==> src/common/mem_pkg.sv <==
package mem_pkg;

   // Access kind from the core's load/store unit
   typedef enum logic [3:0] {
      MEM_NONE = 4'd0,
      MEM_LB   = 4'd1,
      MEM_LH   = 4'd2,
      MEM_LW   = 4'd3,
      MEM_LBU  = 4'd4,
      MEM_LHU  = 4'd5,
      MEM_SB   = 4'd6,
      MEM_SH   = 4'd7,
      MEM_SW   = 4'd8
   } mem_op_e;

   // One bus word, seen as byte lanes or halfword lanes
   typedef union packed {
      logic [3:0][7:0]  b;
      logic [1:0][15:0] h;
   } mem_word_u;

   // UART register map, byte offsets from the UART base
   localparam logic [31:0] UART_DATA_OFS = 32'h0;
   localparam logic [31:0] UART_STAT_OFS = 32'h4;

   // Status word layout
   localparam int UART_BUSY_BIT = 0;

endpackage

==> src/verilog/bus_decoder.sv <==
`timescale 1ns/10ps

module bus_decoder #(
   parameter int          RAM_AW    = 8,
   parameter logic [31:0] RAM_BASE  = 32'h0,
   parameter logic [31:0] UART_BASE = 32'h100
) (
   input  logic              clk,
   input  logic              arst_n_i,
   input  logic              bus_rd_i,
   input  logic              bus_wr_i,
   input  logic [29:0]       bus_addr_i,
   input  logic [3:0]        bus_mask_i,
   input  logic [31:0]       bus_wdata_i,
   input  logic [31:0]       ram_rdata_i,
   input  logic [31:0]       uart_rdata_i,
   output logic [31:0]       bus_rdata_o,
   output logic              ram_we_o,
   output logic [RAM_AW-1:0] ram_addr_o,
   output logic [3:0]        ram_mask_o,
   output logic [31:0]       ram_wdata_o,
   output logic              uart_wr_o,
   output logic              uart_sel_stat_o,
   output logic [7:0]        uart_wdata_o
);

   // Word addresses of both targets
   localparam logic [29:0] RAM_WBASE  = RAM_BASE[31:2];
   localparam logic [29:0] RAM_WSIZE  = 30'(2 ** RAM_AW);
   localparam logic [31:0] UART_DATA  = UART_BASE + mem_pkg::UART_DATA_OFS;
   localparam logic [31:0] UART_STAT  = UART_BASE + mem_pkg::UART_STAT_OFS;

   logic        ram_hit;
   logic        uart_data_hit;
   logic        uart_stat_hit;
   logic [29:0] ram_ofs;
   logic        rd_ram_q;
   logic        rd_uart_q;

   assign ram_ofs       = bus_addr_i - RAM_WBASE;
   assign ram_hit       = (bus_addr_i >= RAM_WBASE) && (ram_ofs < RAM_WSIZE);
   assign uart_data_hit = (bus_addr_i == UART_DATA[31:2]);
   assign uart_stat_hit = (bus_addr_i == UART_STAT[31:2]);

   assign ram_we_o    = bus_wr_i && ram_hit;
   assign ram_addr_o  = ram_ofs[RAM_AW-1:0];
   assign ram_mask_o  = bus_mask_i;
   assign ram_wdata_o = bus_wdata_i;

   // Only a write that covers the low byte reaches the transmitter
   assign uart_wr_o       = bus_wr_i && uart_data_hit && bus_mask_i[0];
   assign uart_sel_stat_o = bus_rd_i && uart_stat_hit;
   assign uart_wdata_o    = bus_wdata_i[7:0];

   always_ff @(posedge clk or negedge arst_n_i) begin
      if (!arst_n_i) begin
         rd_ram_q  <= 1'b0;
         rd_uart_q <= 1'b0;
      end else begin
         rd_ram_q  <= bus_rd_i && ram_hit;
         rd_uart_q <= bus_rd_i && (uart_data_hit || uart_stat_hit);
      end
   end

   // Unmapped reads return zero
   assign bus_rdata_o = rd_ram_q  ? ram_rdata_i :
                        rd_uart_q ? uart_rdata_i : 32'h0;

endmodule

==> config.mk <==
export PLATFORM = sky130hd
export DESIGN_NAME = bus_decoder
export DESIGN_NICKNAME = d
export VERILOG_FILES = /design/src/common/mem_pkg.sv /design/src/verilog/bus_decoder.sv
export SDC_FILE = /design/constraint.sdc
export NUM_CORES = 1
export LEC_CHECK = 0
export ABC_AREA = 1
export BUFFER_PORTS_ARGS = -buffer_cell sky130_fd_sc_hd__buf_2
export CELL_PAD_IN_SITES_DETAIL_PLACEMENT = 0
export CELL_PAD_IN_SITES_GLOBAL_PLACEMENT = 2
export CORE_ASPECT_RATIO = 0.8
export CORE_MARGIN = 8
export CORE_UTILIZATION = 10
export DETAILED_ROUTE_END_ITERATION = 8
export PLACE_DENSITY = 0.95
export SYNTH_ARGS = -nofsm -noshare
export SYNTH_HDL_FRONTEND = slang
export SYNTH_SLANG_ARGS = --single-unit
==> constraint.sdc <==
create_clock -name clk -period 2.64 [get_ports clk]
set_clock_uncertainty 0.1 [all_clocks]
set_input_delay 0.396 -clock clk [delete_from_list [all_inputs] [get_ports clk]]
set_output_delay 0.396 -clock clk [all_outputs]
set_load 0.005 [all_outputs]
==> metrics <==
status=complete, no violations; Psw=60.62 uW; core area=10240 um2; Max Freq=540.8 MHz; Leak=0.001030 uW; most frequent cells in the layout=buf_2 (142), nand2_1 (70), nand3_1 (33); clock slew at reported path FFs=30 ps; die height=107.8 um; CTS tree=yes; HP Class=in2reg; CTS Buf Count=3; flops & latches, synth=2; Synth area leader=buf_4; Setup Total Neg Slack=0 ps; Distinct cells, synth=14; Vias/cell=3.489; Area contributors post-synth=buf_4 (37%), nand2_1 (25%), nand3_1 (16%); Clock Power Share=0.651; Final setup viols=0; share of the synthesized area in the top cell type=0.3705; PnR Total Power=343.2 uW; max-cap violations=0; critical path endpoint category=output pin; Req. time, crit path=2140 ps; Residual DRC=0; largest net degree at the start of global routing=33; kind of critical path=reg2out; initial antenna violation count=0; global-route wire length before repair=6796 um; die area=14100 um2; DP Worst Slack=841.8 ps; FP Rows=33; Avg Inst Size Synth=5.403 um2; placed cells=417; Initial Util=0.1029; sw frac=0.1766; Mapped Area=1054 um2; Arrival @ worst endpoint=1350 ps; Final GP Congestion=0.7588; Starting DRT DRC Count=30; period utilisation layout=0.7004; Power Density=214.6 nW/um2; final hold viol count=0; nets@finish=417; Num Clock Sinks=2; CP cell instances=inv_2 -> nand3_1 -> nand2_1 -> buf_2; relative slew slack=0.6472; CP startpoint kind=flip-flop; area delta synth->final=51.78%; Root Driver=clkbuf_16; fin util=0.1562; fin. max-slew vios=0; min Tclk post-route=1849 ps; CP max stage cell=inv_2; Seq/Total Area, Yosys=0.04751; share of cells above drive strength 1=0.5409; n_diodes=0; Syn Nets=329; H-tree depth=1; worst-margin pin slew=528.4 ps; Max VDD drop=0.1253 mV; vias in the first global route=1430; Cell Int Power=282.6 uW; Detailed Routing Iterations Pass 1=4; GRT Max-Usage Layer=met2; DR vias=1469; clk buf depth=2; die width=130.8 um; Critical Path Fanout Max=32; commonest non-fill, non-tap cell in the layout=buf_2; I/O pins=221; fin cells=421; routed wire length=4686 um; Reg power frac=0.090; PnR worst setup slack=790.9 ps; critical path's largest stage delay=400 ps; met3 usage=0.02079; DP HPWL=3998 um; grt met1 use=0.06155; I/O Buffers=142; Post-Syn Instances=195; Antenna Nets Post-Route=0; WL/cell=11.13 um; GRT Total Usage=0.05775; GR Layer Usage met2=0.1069; RSZ-0062 raised after global routing=no; Post-CTS Repair Setup Buffers=0; grt total ovfl=0; Ys Warns=0; Logic pwr share=0.259
## registers in the layout, indices dropped and copies added, names as in the netlist
register / count
rd_ram_q: 1
rd_uart_q: 1
## synth_stat cells
cell type,count
and2_1,1
nand2_1,70
nor3b_1,1
inv_2,1
nor2_2,3
dfrtp_1,2
or2_1,1
inv_1,3
buf_2,10
nand4_2,1
nand4_1,2
nand3_1,33
nor2_1,15
buf_4,52
## cell type report
| type | instances | area, um2 |
|---|---|---|
| Sequential cell | 2 | 50.05 |
| Multi-Input combinational cell | 127 | 548.0 |
| Clock buffer | 3 | 75.07 |
| Tap cell | 140 | 175.2 |
| Fill cell | 1206 | 8641 |
| Timing Repair Buffer | 145 | 735.7 |
| Inverter | 4 | 15.01 |
## power by group through the flow
stage                     sequential, uW  combinational [uW]  clock [uW]
after global placement              31.2                87.6           0
after CTS                           30.9                90.1         228
after global routing                30.9                 100         232
after detailed placement            31.2                88.2           0
after floorplan                     31.2                71.5           0
final                               30.9                89.0         223
## worst max-delay path, delay by kind of cell, from the launching register on
family / cells / cell delay [ps]
buffers and inverters: 2 / 520
flip-flops: 1 / 370
AND/OR/NAND/NOR: 2 / 240
## final timing paths
check	from	slack (ps)	endpoint	cells past startpoint
worst max-delay path	rd_ram_q	790	bus_rdata_o[7]	4
min in group asynchronous	arst_n_i	420	rd_uart_q	2
worst min-delay path	bus_rd_i	390	rd_ram_q	3
max in group asynchronous	arst_n_i	1910	rd_ram_q	2
## per-layer routing
layer | part of all wire | routed length [um]
met1 | 0.37 | 1735
met2 | 0.47 | 2222
met3 | 0.15 | 707
met4 | 0.0045 | 21
met5 | 0 | 0
## timing repair
item / 4_1_cts / 5_1_grt
hold buffers: 1 / 0
resized for setup: 0 / 0
endpoints found under the hold margin: 2 / 0
## cell families after synthesis
family        Yosys count  synth area share
simple gates          127            0.5202
buf+inv                66            0.4323
flops                   2           0.04751
## through the flow
stage | hold slack, ps | instance area (um2)
after floorplan | 0.4089 | 1054
after global placement | 94.19 | 1514
after detailed placement | 94.17 | 1514
after CTS | 402.4 | 1599
after global routing | 413.0 | 1599
final | 390.1 | 1599
Power figures use the tool's default switching activity.
