## config.mk

```make
export PLATFORM = sky130hd
export DESIGN_NAME = uart_tx
export DESIGN_NICKNAME = d
export VERILOG_FILES = /design/src/common/mem_pkg.sv /design/src/uart/uart_tx.sv
export SDC_FILE = /design/constraint.sdc
export NUM_CORES = 1
export LEC_CHECK = 0
export BUFFER_PORTS_ARGS = -buffer_cell sky130_fd_sc_hd__buf_2
export CAP_MARGIN = 40
export CORE_MARGIN = 3
export CORE_UTILIZATION = 50
export DETAILED_ROUTE_END_ITERATION = 10
export HOLD_SLACK_MARGIN = 0.06
export PLACE_DENSITY_LB_ADDON = 0.05
export SETUP_SLACK_MARGIN = 0.4
export SKIP_LAST_GASP = 1
export SLEW_MARGIN = 20
export SYNTH_ARGS = -nofsm -noshare
export SYNTH_HDL_FRONTEND = slang
export SYNTH_SLANG_ARGS = --single-unit
```

## constraint.sdc

```tcl
create_clock -name clk -period 2.9 [get_ports clk]
set_input_delay 0.58 -clock clk [delete_from_list [all_inputs] [get_ports clk]]
set_output_delay 0.58 -clock clk [all_outputs]
set_load 0.1 [all_outputs]
```

## src/common/mem_pkg.sv

```systemverilog
package mem_pkg;

   // Access kind from the core's load/store unit
   typedef enum logic [3:0] {
      MEM_NONE = 4'd0,
      MEM_LB   = 4'd1,
      MEM_LH   = 4'd2,
      MEM_LW   = 4'd3,
      MEM_LBU  = 4'd4,
      MEM_LHU  = 4'd5,
      MEM_SB   = 4'd6,
      MEM_SH   = 4'd7,
      MEM_SW   = 4'd8
   } mem_op_e;

   // One bus word, seen as byte lanes or halfword lanes
   typedef union packed {
      logic [3:0][7:0]  b;
      logic [1:0][15:0] h;
   } mem_word_u;

   // UART register map, byte offsets from the UART base
   localparam logic [31:0] UART_DATA_OFS = 32'h0;
   localparam logic [31:0] UART_STAT_OFS = 32'h4;

   // Status word layout
   localparam int UART_BUSY_BIT = 0;

endpackage

```

## src/uart/uart_tx.sv

```systemverilog
`timescale 1ns/10ps

module uart_tx #(
   parameter int CLKS_PER_BIT = 4
) (
   input  logic        clk,
   input  logic        arst_n_i,
   input  logic        wr_i,
   input  logic        sel_stat_i,
   input  logic [7:0]  wdata_i,
   output logic [31:0] rdata_o,
   output logic        txd_o
);

   localparam int          CNT_W    = $clog2(CLKS_PER_BIT + 1);
   localparam logic [CNT_W-1:0] CNT_LAST = CNT_W'(CLKS_PER_BIT - 1);
   localparam logic [3:0]  LAST_BIT = 4'd9;

   logic             busy_q;
   logic [CNT_W-1:0] baud_cnt_q;
   logic [3:0]       bit_idx_q;
   logic [9:0]       shift_q;
   logic [31:0]      status;
   logic [31:0]      rdata_q;
   logic             start;
   logic             bit_done;

   // Writes while busy are dropped
   assign start    = wr_i && !busy_q;
   assign bit_done = busy_q && (baud_cnt_q == CNT_LAST);

   always_ff @(posedge clk or negedge arst_n_i) begin
      if (!arst_n_i) begin
         busy_q     <= 1'b0;
         baud_cnt_q <= '0;
         bit_idx_q  <= 4'd0;
      end else if (start) begin
         busy_q     <= 1'b1;
         baud_cnt_q <= '0;
         bit_idx_q  <= 4'd0;
      end else if (bit_done) begin
         baud_cnt_q <= '0;
         if (bit_idx_q == LAST_BIT)
            busy_q <= 1'b0;
         else
            bit_idx_q <= bit_idx_q + 4'd1;
      end else if (busy_q) begin
         baud_cnt_q <= baud_cnt_q + 1'b1;
      end
   end

   // Frame is stop, data LSB first, start; shifted out from bit 0
   always_ff @(posedge clk) begin
      if (start)
         shift_q <= {1'b1, wdata_i, 1'b0};
      else if (bit_done)
         shift_q <= {1'b1, shift_q[9:1]};
   end

   assign txd_o = busy_q ? shift_q[0] : 1'b1;

   always_comb begin
      status = 32'h0;
      status[mem_pkg::UART_BUSY_BIT] = busy_q;
   end

   // Status read data, one cycle after the select
   always_ff @(posedge clk or negedge arst_n_i) begin
      if (!arst_n_i)
         rdata_q <= 32'h0;
      else
         rdata_q <= sel_stat_i ? status : 32'h0;
   end

   assign rdata_o = rdata_q;

endmodule

```

==> impl_metrics.json <==
{
  "crit_path_max_fanout": 9,
  "finClkSkew_ns": 0.00244,
  "antenna_left": 0,
  "post_drt_wl_per_cell_um": 11.2,
  "synth.avg_cell_area_um2": 11.3,
  "root_buffer": "clkbuf_4",
  "synth_edf_count": 8,
  "synth.distinct_cells": 26,
  "setup_viol": 0,
  "layout_setup_ws_ns": 0.984,
  "gp_congestion": 0.710,
  "instances_no_fill": 131,
  "antenna_found_initial": 0,
  "finalHoldViolations": 0,
  "synth_area_leaders": "buf_4 (23%), edfxtp_1 (23%), dfrtp_1 (21%)",
  "period_share": 0.661,
  "track_usage": 0.119,
  "r2r_start": "baud_cnt_q[0]",
  "core_um2": 1860,
  "start_util": 0.564,
  "cts_resized": 0,
  "dieArea_um2": 2680,
  "drt-total-wl_um": 1460,
  "rsz0062_at_grt": "no",
  "r2r_end": "shift_q[8]",
  "cts_buffers": 3,
  "grt_pass1_wl_um": 2320,
  "power.static_leakage_nw": 0.523,
  "start_kind": "flop",
  "die_height_um": 51.8,
  "drc": 0,
  "drive_gt1_frac": 0.179,
  "synthArstFlopShare": 0.500,
  "cap_viol_max_count": 0,
  "critPathLaunch": "busy_q",
  "io_pins": 45,
  "num_vias": 586,
  "hold_buffers": 0,
  "synthTopCellsByCount": "buf_4 (32), a22o_1 (9), dfrtp_1 (9)",
  "ctsHtreeMaxLevel": 1,
  "fp.dieW_um": 51.8,
  "ys_seq_elements": 18,
  "p_per_area_nw_per_um2": 1100,
  "worst_setup_path_end_kind": "primary output",
  "fin_setup_tns_ns": 0,
  "vdd_drop_max_uv": 505,
  "relSlewSlack": 0.655,
  "rr_worst_depth": 3,
  "fmax_ghz": 0.522,
  "portBuffers": 13,
  "seq_area_um2": 485,
  "cts_setup_buffers": 0,
  "multi_input_area_um2": 412,
  "drt_pass1_iterations": 2,
  "nets": 122,
  "status": "finished clean",
  "dp_cells": 127,
  "path_class": "reg -> out",
  "pre_cts_slack_ns": 1.06,
  "clkLatencyLatePin_ns": 0.28,
  "syn_area_um2": 1050,
  "netlist_instances": 93,
  "cts_tree": "built",
  "timing.critical_path.arrival_ns": 1.34,
  "num_rows": 15,
  "synth_seq_area_share": 0.463,
  "worstMarginPinSlew_ns": 0.518,
  "diodes": 0,
  "period_minus_slack_ns": 1.92,
  "syn_to_final_growth_pct": -2.03,
  "hold_path_class": "in -> async",
  "cp_data_required_time_ns": 2.32,
  "dp_hpwl_um": 1120,
  "yosysTopAreaCellShare": 0.229,
  "drv_slew": 0,
  "nFillCells": 176,
  "yosysTopAreaCell": "buf_4",
  "yosysWarnings": 0,
  "endpoint": "txd_o",
  "clockBufferDepth": 2,
  "cts.sinks": 18,
  "clk_pin_slew_ns": 0.10,
  "grt_pass1_vias": 498,
  "synth-main-ff-cell": "dfrtp_1",
  "post-route-util": 0.553,
  "drt_iter0_drc": 7,
  "grt_max_degree": 16,
  "reg2reg_slack_ns": 1.09,
  "synth_most_common_cell": "buf_4",
  "vias_per_cell": 4.47,
  "grt_overflow": 0
}
[layout by cell type, fill, tap and decap left out, types with 3 or more instances in the layout]
| cell | instances |
|---|---|
| nand2_1 | 4 |
| edfxtp_1 | 8 |
| ha_1 | 3 |
| mux2i_1 | 4 |
| a22o_1 | 9 |
| dfrtp_1 | 9 |
| buf_2 | 13 |
| nor2_1 | 3 |
| clkbuf_4 | 3 |
| conb_1 | 31 |
[worst min path at each step]
stage                         from            end  slack [ns]
after floorplan           arst_n_i  baud_cnt_q[0]        0.28
after global placement    arst_n_i   bit_idx_q[0]        0.44
after detailed placement  arst_n_i   bit_idx_q[0]        0.44
after CTS                 arst_n_i  baud_cnt_q[2]        0.12
after global routing      arst_n_i  baud_cnt_q[2]        0.12
final                     arst_n_i  baud_cnt_q[2]        0.12
[layer usage]
layer	vias to the layer above	share of wire	wire [um]	global-route usage
li1	284	-	-	-
met1	268	0.47	691	0.177
met2	32	0.44	642	0.165
met3	2	0.078	114	0.0344
met4	0	0.0089	13	0.0393
met5	-	0	0	0
[logic make-up after synthesis]
family	share of synthesized area
AO/OA/AOI/OAI	0.122
flip-flops	0.463
adder cells (fa/ha/maj)	0.0358
multiplexers	0.0382
other	0.00358
buffers and inverters	0.252
AND/OR/NAND/NOR	0.0859
[power by group]
group / switching [mW] / total, mW / leakage [nW] / internal [mW]
sequential: 0.0596 / 0.456 / 0.191 / 0.396
clock: 0.0739 / 0.124 / 0.0154 / 0.0499
combinational: 0.401 / 0.550 / 0.316 / 0.149
[worst max-delay path, cell delays in order (launching register included)]
cell and delay (ns):
dfrtp_1 0.46, or2b_1 0.18, buf_2 0.41
[registers in the layout, indices dropped and copies added, names as in the netlist]
name / cells
rdata_o: 1
baud_cnt_q: 3
shift_q: 9
bit_idx_q: 4
busy_q: 1
[metrics by stage]
| stage | area, um2 | hold WS (ns) | total power [mW] |
|---|---|---|---|
| 3_5_place_dp | 1000 | 0.442 | 1.02 |
| 2_1_floorplan | 1160 | 0.284 | 0.995 |
| 6_report | 1030 | 0.123 | 1.13 |
| 4_1_cts | 1030 | 0.120 | 1.14 |
| 5_1_grt | 1030 | 0.118 | 1.21 |
| 3_3_place_gp | 1000 | 0.442 | 1.01 |
[cell type report]
class | count | area share
Sequential cell | 18 | 0.473
Multi-Input combinational cell | 69 | 0.401
Timing Repair Buffer | 13 | 0.0633
Tap cell | 25 | 0.0305
Clock buffer | 3 | 0.0219
Inverter | 2 | 0.00731
Clock inverter | 1 | 0.00365
Power figures use the tool's default switching activity.
