### config.mk
export PLATFORM = sky130hd
export DESIGN_NAME = lsu_ctrl
export DESIGN_NICKNAME = d
export VERILOG_FILES = /design/src/common/mem_pkg.sv /design/src/verilog/lsu_ctrl.sv
export SDC_FILE = /design/constraint.sdc
export NUM_CORES = 1
export LEC_CHECK = 0
export BUFFER_PORTS_ARGS = -buffer_cell sky130_fd_sc_hd__buf_2
export CORE_AREA = 2 2 79 81
export DETAILED_ROUTE_END_ITERATION = 10
export DIE_AREA = 0 0 81 83
export PLACE_DENSITY = 0.7
export REMOVE_ABC_BUFFERS = 1
export SLEW_MARGIN = 20
export SYNTH_ARGS = -nofsm -noshare
export SYNTH_HDL_FRONTEND = slang
export SYNTH_SLANG_ARGS = --single-unit
### constraint.sdc
create_clock -name clk -period 2.5 [get_ports clk]
set_clock_uncertainty 0.1 [all_clocks]
set_input_delay 0.25 -clock clk [delete_from_list [all_inputs] [get_ports clk]]
set_output_delay 0.25 -clock clk [all_outputs]
set_load 0.005 [all_outputs]
### src/common/mem_pkg.sv
package mem_pkg;

   // Access kind from the core's load/store unit
   typedef enum logic [3:0] {
      MEM_NONE = 4'd0,
      MEM_LB   = 4'd1,
      MEM_LH   = 4'd2,
      MEM_LW   = 4'd3,
      MEM_LBU  = 4'd4,
      MEM_LHU  = 4'd5,
      MEM_SB   = 4'd6,
      MEM_SH   = 4'd7,
      MEM_SW   = 4'd8
   } mem_op_e;

   // One bus word, seen as byte lanes or halfword lanes
   typedef union packed {
      logic [3:0][7:0]  b;
      logic [1:0][15:0] h;
   } mem_word_u;

   // UART register map, byte offsets from the UART base
   localparam logic [31:0] UART_DATA_OFS = 32'h0;
   localparam logic [31:0] UART_STAT_OFS = 32'h4;

   // Status word layout
   localparam int UART_BUSY_BIT = 0;

endpackage

### src/verilog/lsu_ctrl.sv
`timescale 1ns/10ps

module lsu_ctrl (
   input  logic              clk,
   input  logic              arst_n_i,
   input  logic              req_i,
   input  mem_pkg::mem_op_e  op_i,
   input  logic [31:0]       addr_i,
   input  logic [31:0]       wdata_i,
   input  logic [31:0]       bus_rdata_i,
   output logic              bus_rd_o,
   output logic              bus_wr_o,
   output logic [29:0]       bus_addr_o,
   output logic [3:0]        bus_mask_o,
   output logic [31:0]       bus_wdata_o,
   output logic [31:0]       rdata_o,
   output logic              rvalid_o,
   output logic              exception_o
);

   logic                is_load;
   logic                is_store;
   logic                is_byte;
   logic                is_half;
   logic                misalign;
   mem_pkg::mem_word_u  st_word;
   mem_pkg::mem_word_u  ld_word;
   logic [7:0]          ld_byte;
   logic [15:0]         ld_half;
   mem_pkg::mem_op_e    ld_op_q;
   logic [1:0]          ld_ofs_q;
   logic                rvalid_q;

   always_comb begin
      is_load  = 1'b0;
      is_store = 1'b0;
      is_byte  = 1'b0;
      is_half  = 1'b0;
      case (op_i)
         mem_pkg::MEM_LB, mem_pkg::MEM_LBU: begin
            is_load = 1'b1;
            is_byte = 1'b1;
         end
         mem_pkg::MEM_LH, mem_pkg::MEM_LHU: begin
            is_load = 1'b1;
            is_half = 1'b1;
         end
         mem_pkg::MEM_LW: is_load = 1'b1;
         mem_pkg::MEM_SB: begin
            is_store = 1'b1;
            is_byte  = 1'b1;
         end
         mem_pkg::MEM_SH: begin
            is_store = 1'b1;
            is_half  = 1'b1;
         end
         mem_pkg::MEM_SW: is_store = 1'b1;
         default: ;
      endcase
   end

   // Halfwords need bit 0 clear, words need both low bits clear
   assign misalign = is_half ? addr_i[0] : (!is_byte && (addr_i[1:0] != 2'b00));

   assign exception_o = req_i && (is_load || is_store) && misalign;
   assign bus_rd_o    = req_i && is_load && !misalign;
   assign bus_wr_o    = req_i && is_store && !misalign;
   assign bus_addr_o  = addr_i[31:2];

   always_comb begin
      if (is_byte)
         bus_mask_o = 4'b0001 << addr_i[1:0];
      else if (is_half)
         bus_mask_o = addr_i[1] ? 4'b1100 : 4'b0011;
      else
         bus_mask_o = 4'b1111;
   end

   // Replicate store data so the masked lanes carry it
   always_comb begin
      st_word = wdata_i;
      if (is_byte)
         st_word.b = {4{wdata_i[7:0]}};
      else if (is_half)
         st_word.h = {2{wdata_i[15:0]}};
   end

   assign bus_wdata_o = st_word;

   always_ff @(posedge clk or negedge arst_n_i) begin
      if (!arst_n_i) begin
         ld_op_q  <= mem_pkg::MEM_NONE;
         ld_ofs_q <= 2'b00;
         rvalid_q <= 1'b0;
      end else begin
         ld_op_q  <= op_i;
         ld_ofs_q <= addr_i[1:0];
         rvalid_q <= bus_rd_o;
      end
   end

   assign rvalid_o = rvalid_q;

   // Lane select and extension on the returned word
   always_comb begin
      ld_word = bus_rdata_i;
      ld_byte = ld_word.b[ld_ofs_q];
      ld_half = ld_word.h[ld_ofs_q[1]];
      case (ld_op_q)
         mem_pkg::MEM_LB:  rdata_o = {{24{ld_byte[7]}}, ld_byte};
         mem_pkg::MEM_LBU: rdata_o = {24'h0, ld_byte};
         mem_pkg::MEM_LH:  rdata_o = {{16{ld_half[15]}}, ld_half};
         mem_pkg::MEM_LHU: rdata_o = {16'h0, ld_half};
         default:          rdata_o = ld_word;
      endcase
   end

endmodule

==> results.md <==
- Syn avg cell area: 7.485 µm²
- Post-synth EDFFs: 0
- Clock power frac: 0.225
- HPWL after DPL: 5398 µm
- Yosys Warn Count: 0
- Setup crit end kind: output pin
- PD cells: 305.9 nW/µm²
- Hold path start: addr_i[1]
- Crit Path Max Fanout: 10
- Vias per Instance: 5.076
- NetSw: 245.7 µW
- CTS tree: yes
- Switching share of power: 0.3557
- Fin nets: 435
- FILL cells: 627
- Ys flop type: dfrtp_1
- Status: completed
- Slew HR: 0.5164
- Distinct cells, synth: 35
- Final Hold Fails: 0
- Gp weighted congestion: 0.7913
- Arr. time, crit path: 1.86 ns
- GRT Resource Usage Total: 0.1719
- Internal power: 445.1 µW
- Reg clk slew, reported paths: 0.04 ns
- Total number of vias: 2,061
- Finish-stage setup viols: 0
- Hold Path Class: input pin to register
- DP Area: 2203 µm²
- Initial Utilization: 0.2922
- CTS Buffer Depth: 2
- DRT Wirelength: 6466 µm
- Number of global-route vias before repair: 1,931
- DRT Pass-1 Iters: 5
- Total setup buffers inserted after CTS: 0
- Initial antenna violation count: 0
- Residual DRC count: 0
- Die area: 6723 µm²
- PortBufs: 144
- Drt wl/cell: 15.93 µm
- Worst Path Required: 2.15 ns
- WS Path Type: register to output pin
- Pin count of the biggest net entering global routing: 32
- Gr ovfl total: 0
- Max Freq: 452.5 MHz
- Post-cts sizing count: 0
- Final period utilization: 0.8840
- Reg power frac: 0.185
- Highest-count cells in the layout ignoring fill and taps: buf_2 (144), nand2_1 (41), mux2_2 (23)
- DRT iter0 DRCs: 52
- Root buf cell: clkbuf_8
- Worst hold margin: 0.1156 ns
- Num ports: 205
- Pwr Total: 690.8 µW
- Combinational share of power: 0.590
- Die Y: 83 µm
- Worst vdd ir: 0.0001789 V
- Count of pins over their slew limit: 0
- Synth Register Bits: 7
- Slew @ Worst Pin: 0.7210 ns
- Final min period: 2.210 ns
- Clock sinks: 7
- RSZ-0062 raised after global routing: no
- Hold EP: ld_ofs_q[1]
- Post-synth ARST share: 1.000
- Mapped cell area: 1699 µm²
- Routed Antenna Nets: 0
- CORE AREA: 5816 µm²
- First-pass GRT wire length: 9218 µm
- Row count: 28
- Cells after synthesis: 227
- Lkg Pwr: 1.295 nW
- Share of layout cells above drive strength 1: 0.5529
- Diode count: 0
- Most common cell after layout, fill and taps aside: buf_2
- Die Wd: 81 µm
- Hold depth: 1
- H-tree level count: 1
- Inserted Clock Buffers: 3
- Final instance area: 2258 µm²
- CP Launch Type: register
- Layout area overhead: 32.92%
- Critical Path Start: ld_op_q[3]
- Sequential element share of the synthesized area: 0.1031
- Max-Cap Viols: 0
- CTS Hold Buffers Added: 1
- Total negative slack: 0 ns
-- metrics by stage --
stage               setup WS (ns)  instances  utilization
finish                     0.2901        406       0.3883
global route               0.1870        406       0.3883
CTS                        0.2824        406       0.3883
detailed placement         0.5262        401       0.3789
global placement           0.5342        401       0.3789
floorplan                  0.4369        177            -
-- power by group through the flow --
stage	Sequential (mW)	Combinational, mW	Clock (mW)
floorplan	0.131	0.192	0
global placement	0.130	0.403	0
detailed placement	0.130	0.407	0
CTS	0.128	0.410	0.161
global route	0.129	0.450	0.164
finish	0.128	0.407	0.155
-- kinds of logic (layout without fill, tap and decap cells) --
group	after synthesis	count (layout)	synth area share
muxes	33	33	0.2187
and+or+nand+nor	77	77	0.2025
xor gates and xnor gates	4	4	0.02062
buffers and inverters	52	156	0.2091
AOI/OAI and AO/OA	54	54	0.2460
DFF	7	7	0.1031
-- sequential cells by signal, indices dropped and copies added (netlist names) --
register  cells
ld_op_q       4
ld_ofs_q      2
rvalid_o      1
-- layout make-up --
cell class / instances / area [µm²] / area share
multi-input cells: 168 / 1169 / 0.5175
repair buffers: 150 / 768.2 / 0.3402
flip-flops and latches: 7 / 175.2 / 0.07756
well taps: 75 / 93.84 / 0.04155
clock buffers: 4 / 45.04 / 0.01994
inverters: 2 / 7.507 / 0.003324
-- synth_stat cells, types with 7 or more instances --
cell type,count,area share
and3_1,8,0.029
a21o_1,18,0.080
dfrtp_1,7,0.10
mux2_2,23,0.15
a22oi_1,7,0.031
a221o_1,7,0.041
nand2_1,41,0.091
buf_4,38,0.17
mux2i_1,9,0.053
clkbuf_1,7,0.015
a21oi_1,12,0.035
nor2_1,15,0.033
-- critical path: stages, from the launching register on --
cell and delay [ns]:
dfrtp_1 0.45, or4b_1 0.57, o31ai_2 0.21, a32oi_1 0.20
nand2_1 0.10, buf_2 0.11
-- per-layer routing --
| layer | track usage | part of all wire | up-vias |
|---|---|---|---|
| li1 | - | - | 976 |
| met1 | 0.1833 | 0.39 | 918 |
| met2 | 0.2998 | 0.45 | 163 |
| met3 | 0.09348 | 0.16 | 4 |
| met4 | 0.01849 | 0.0011 | 0 |
| met5 | 0.04167 | 0 | - |
-- worst max-delay path by stage --
stage,depth (start not counted),to
2_1_floorplan,4,rdata_o[16]
3_3_place_gp,6,rdata_o[6]
3_5_place_dp,5,rdata_o[7]
4_1_cts,5,rdata_o[7]
5_1_grt,6,rdata_o[19]
6_report,5,rdata_o[7]
Power figures use the tool's default switching activity.
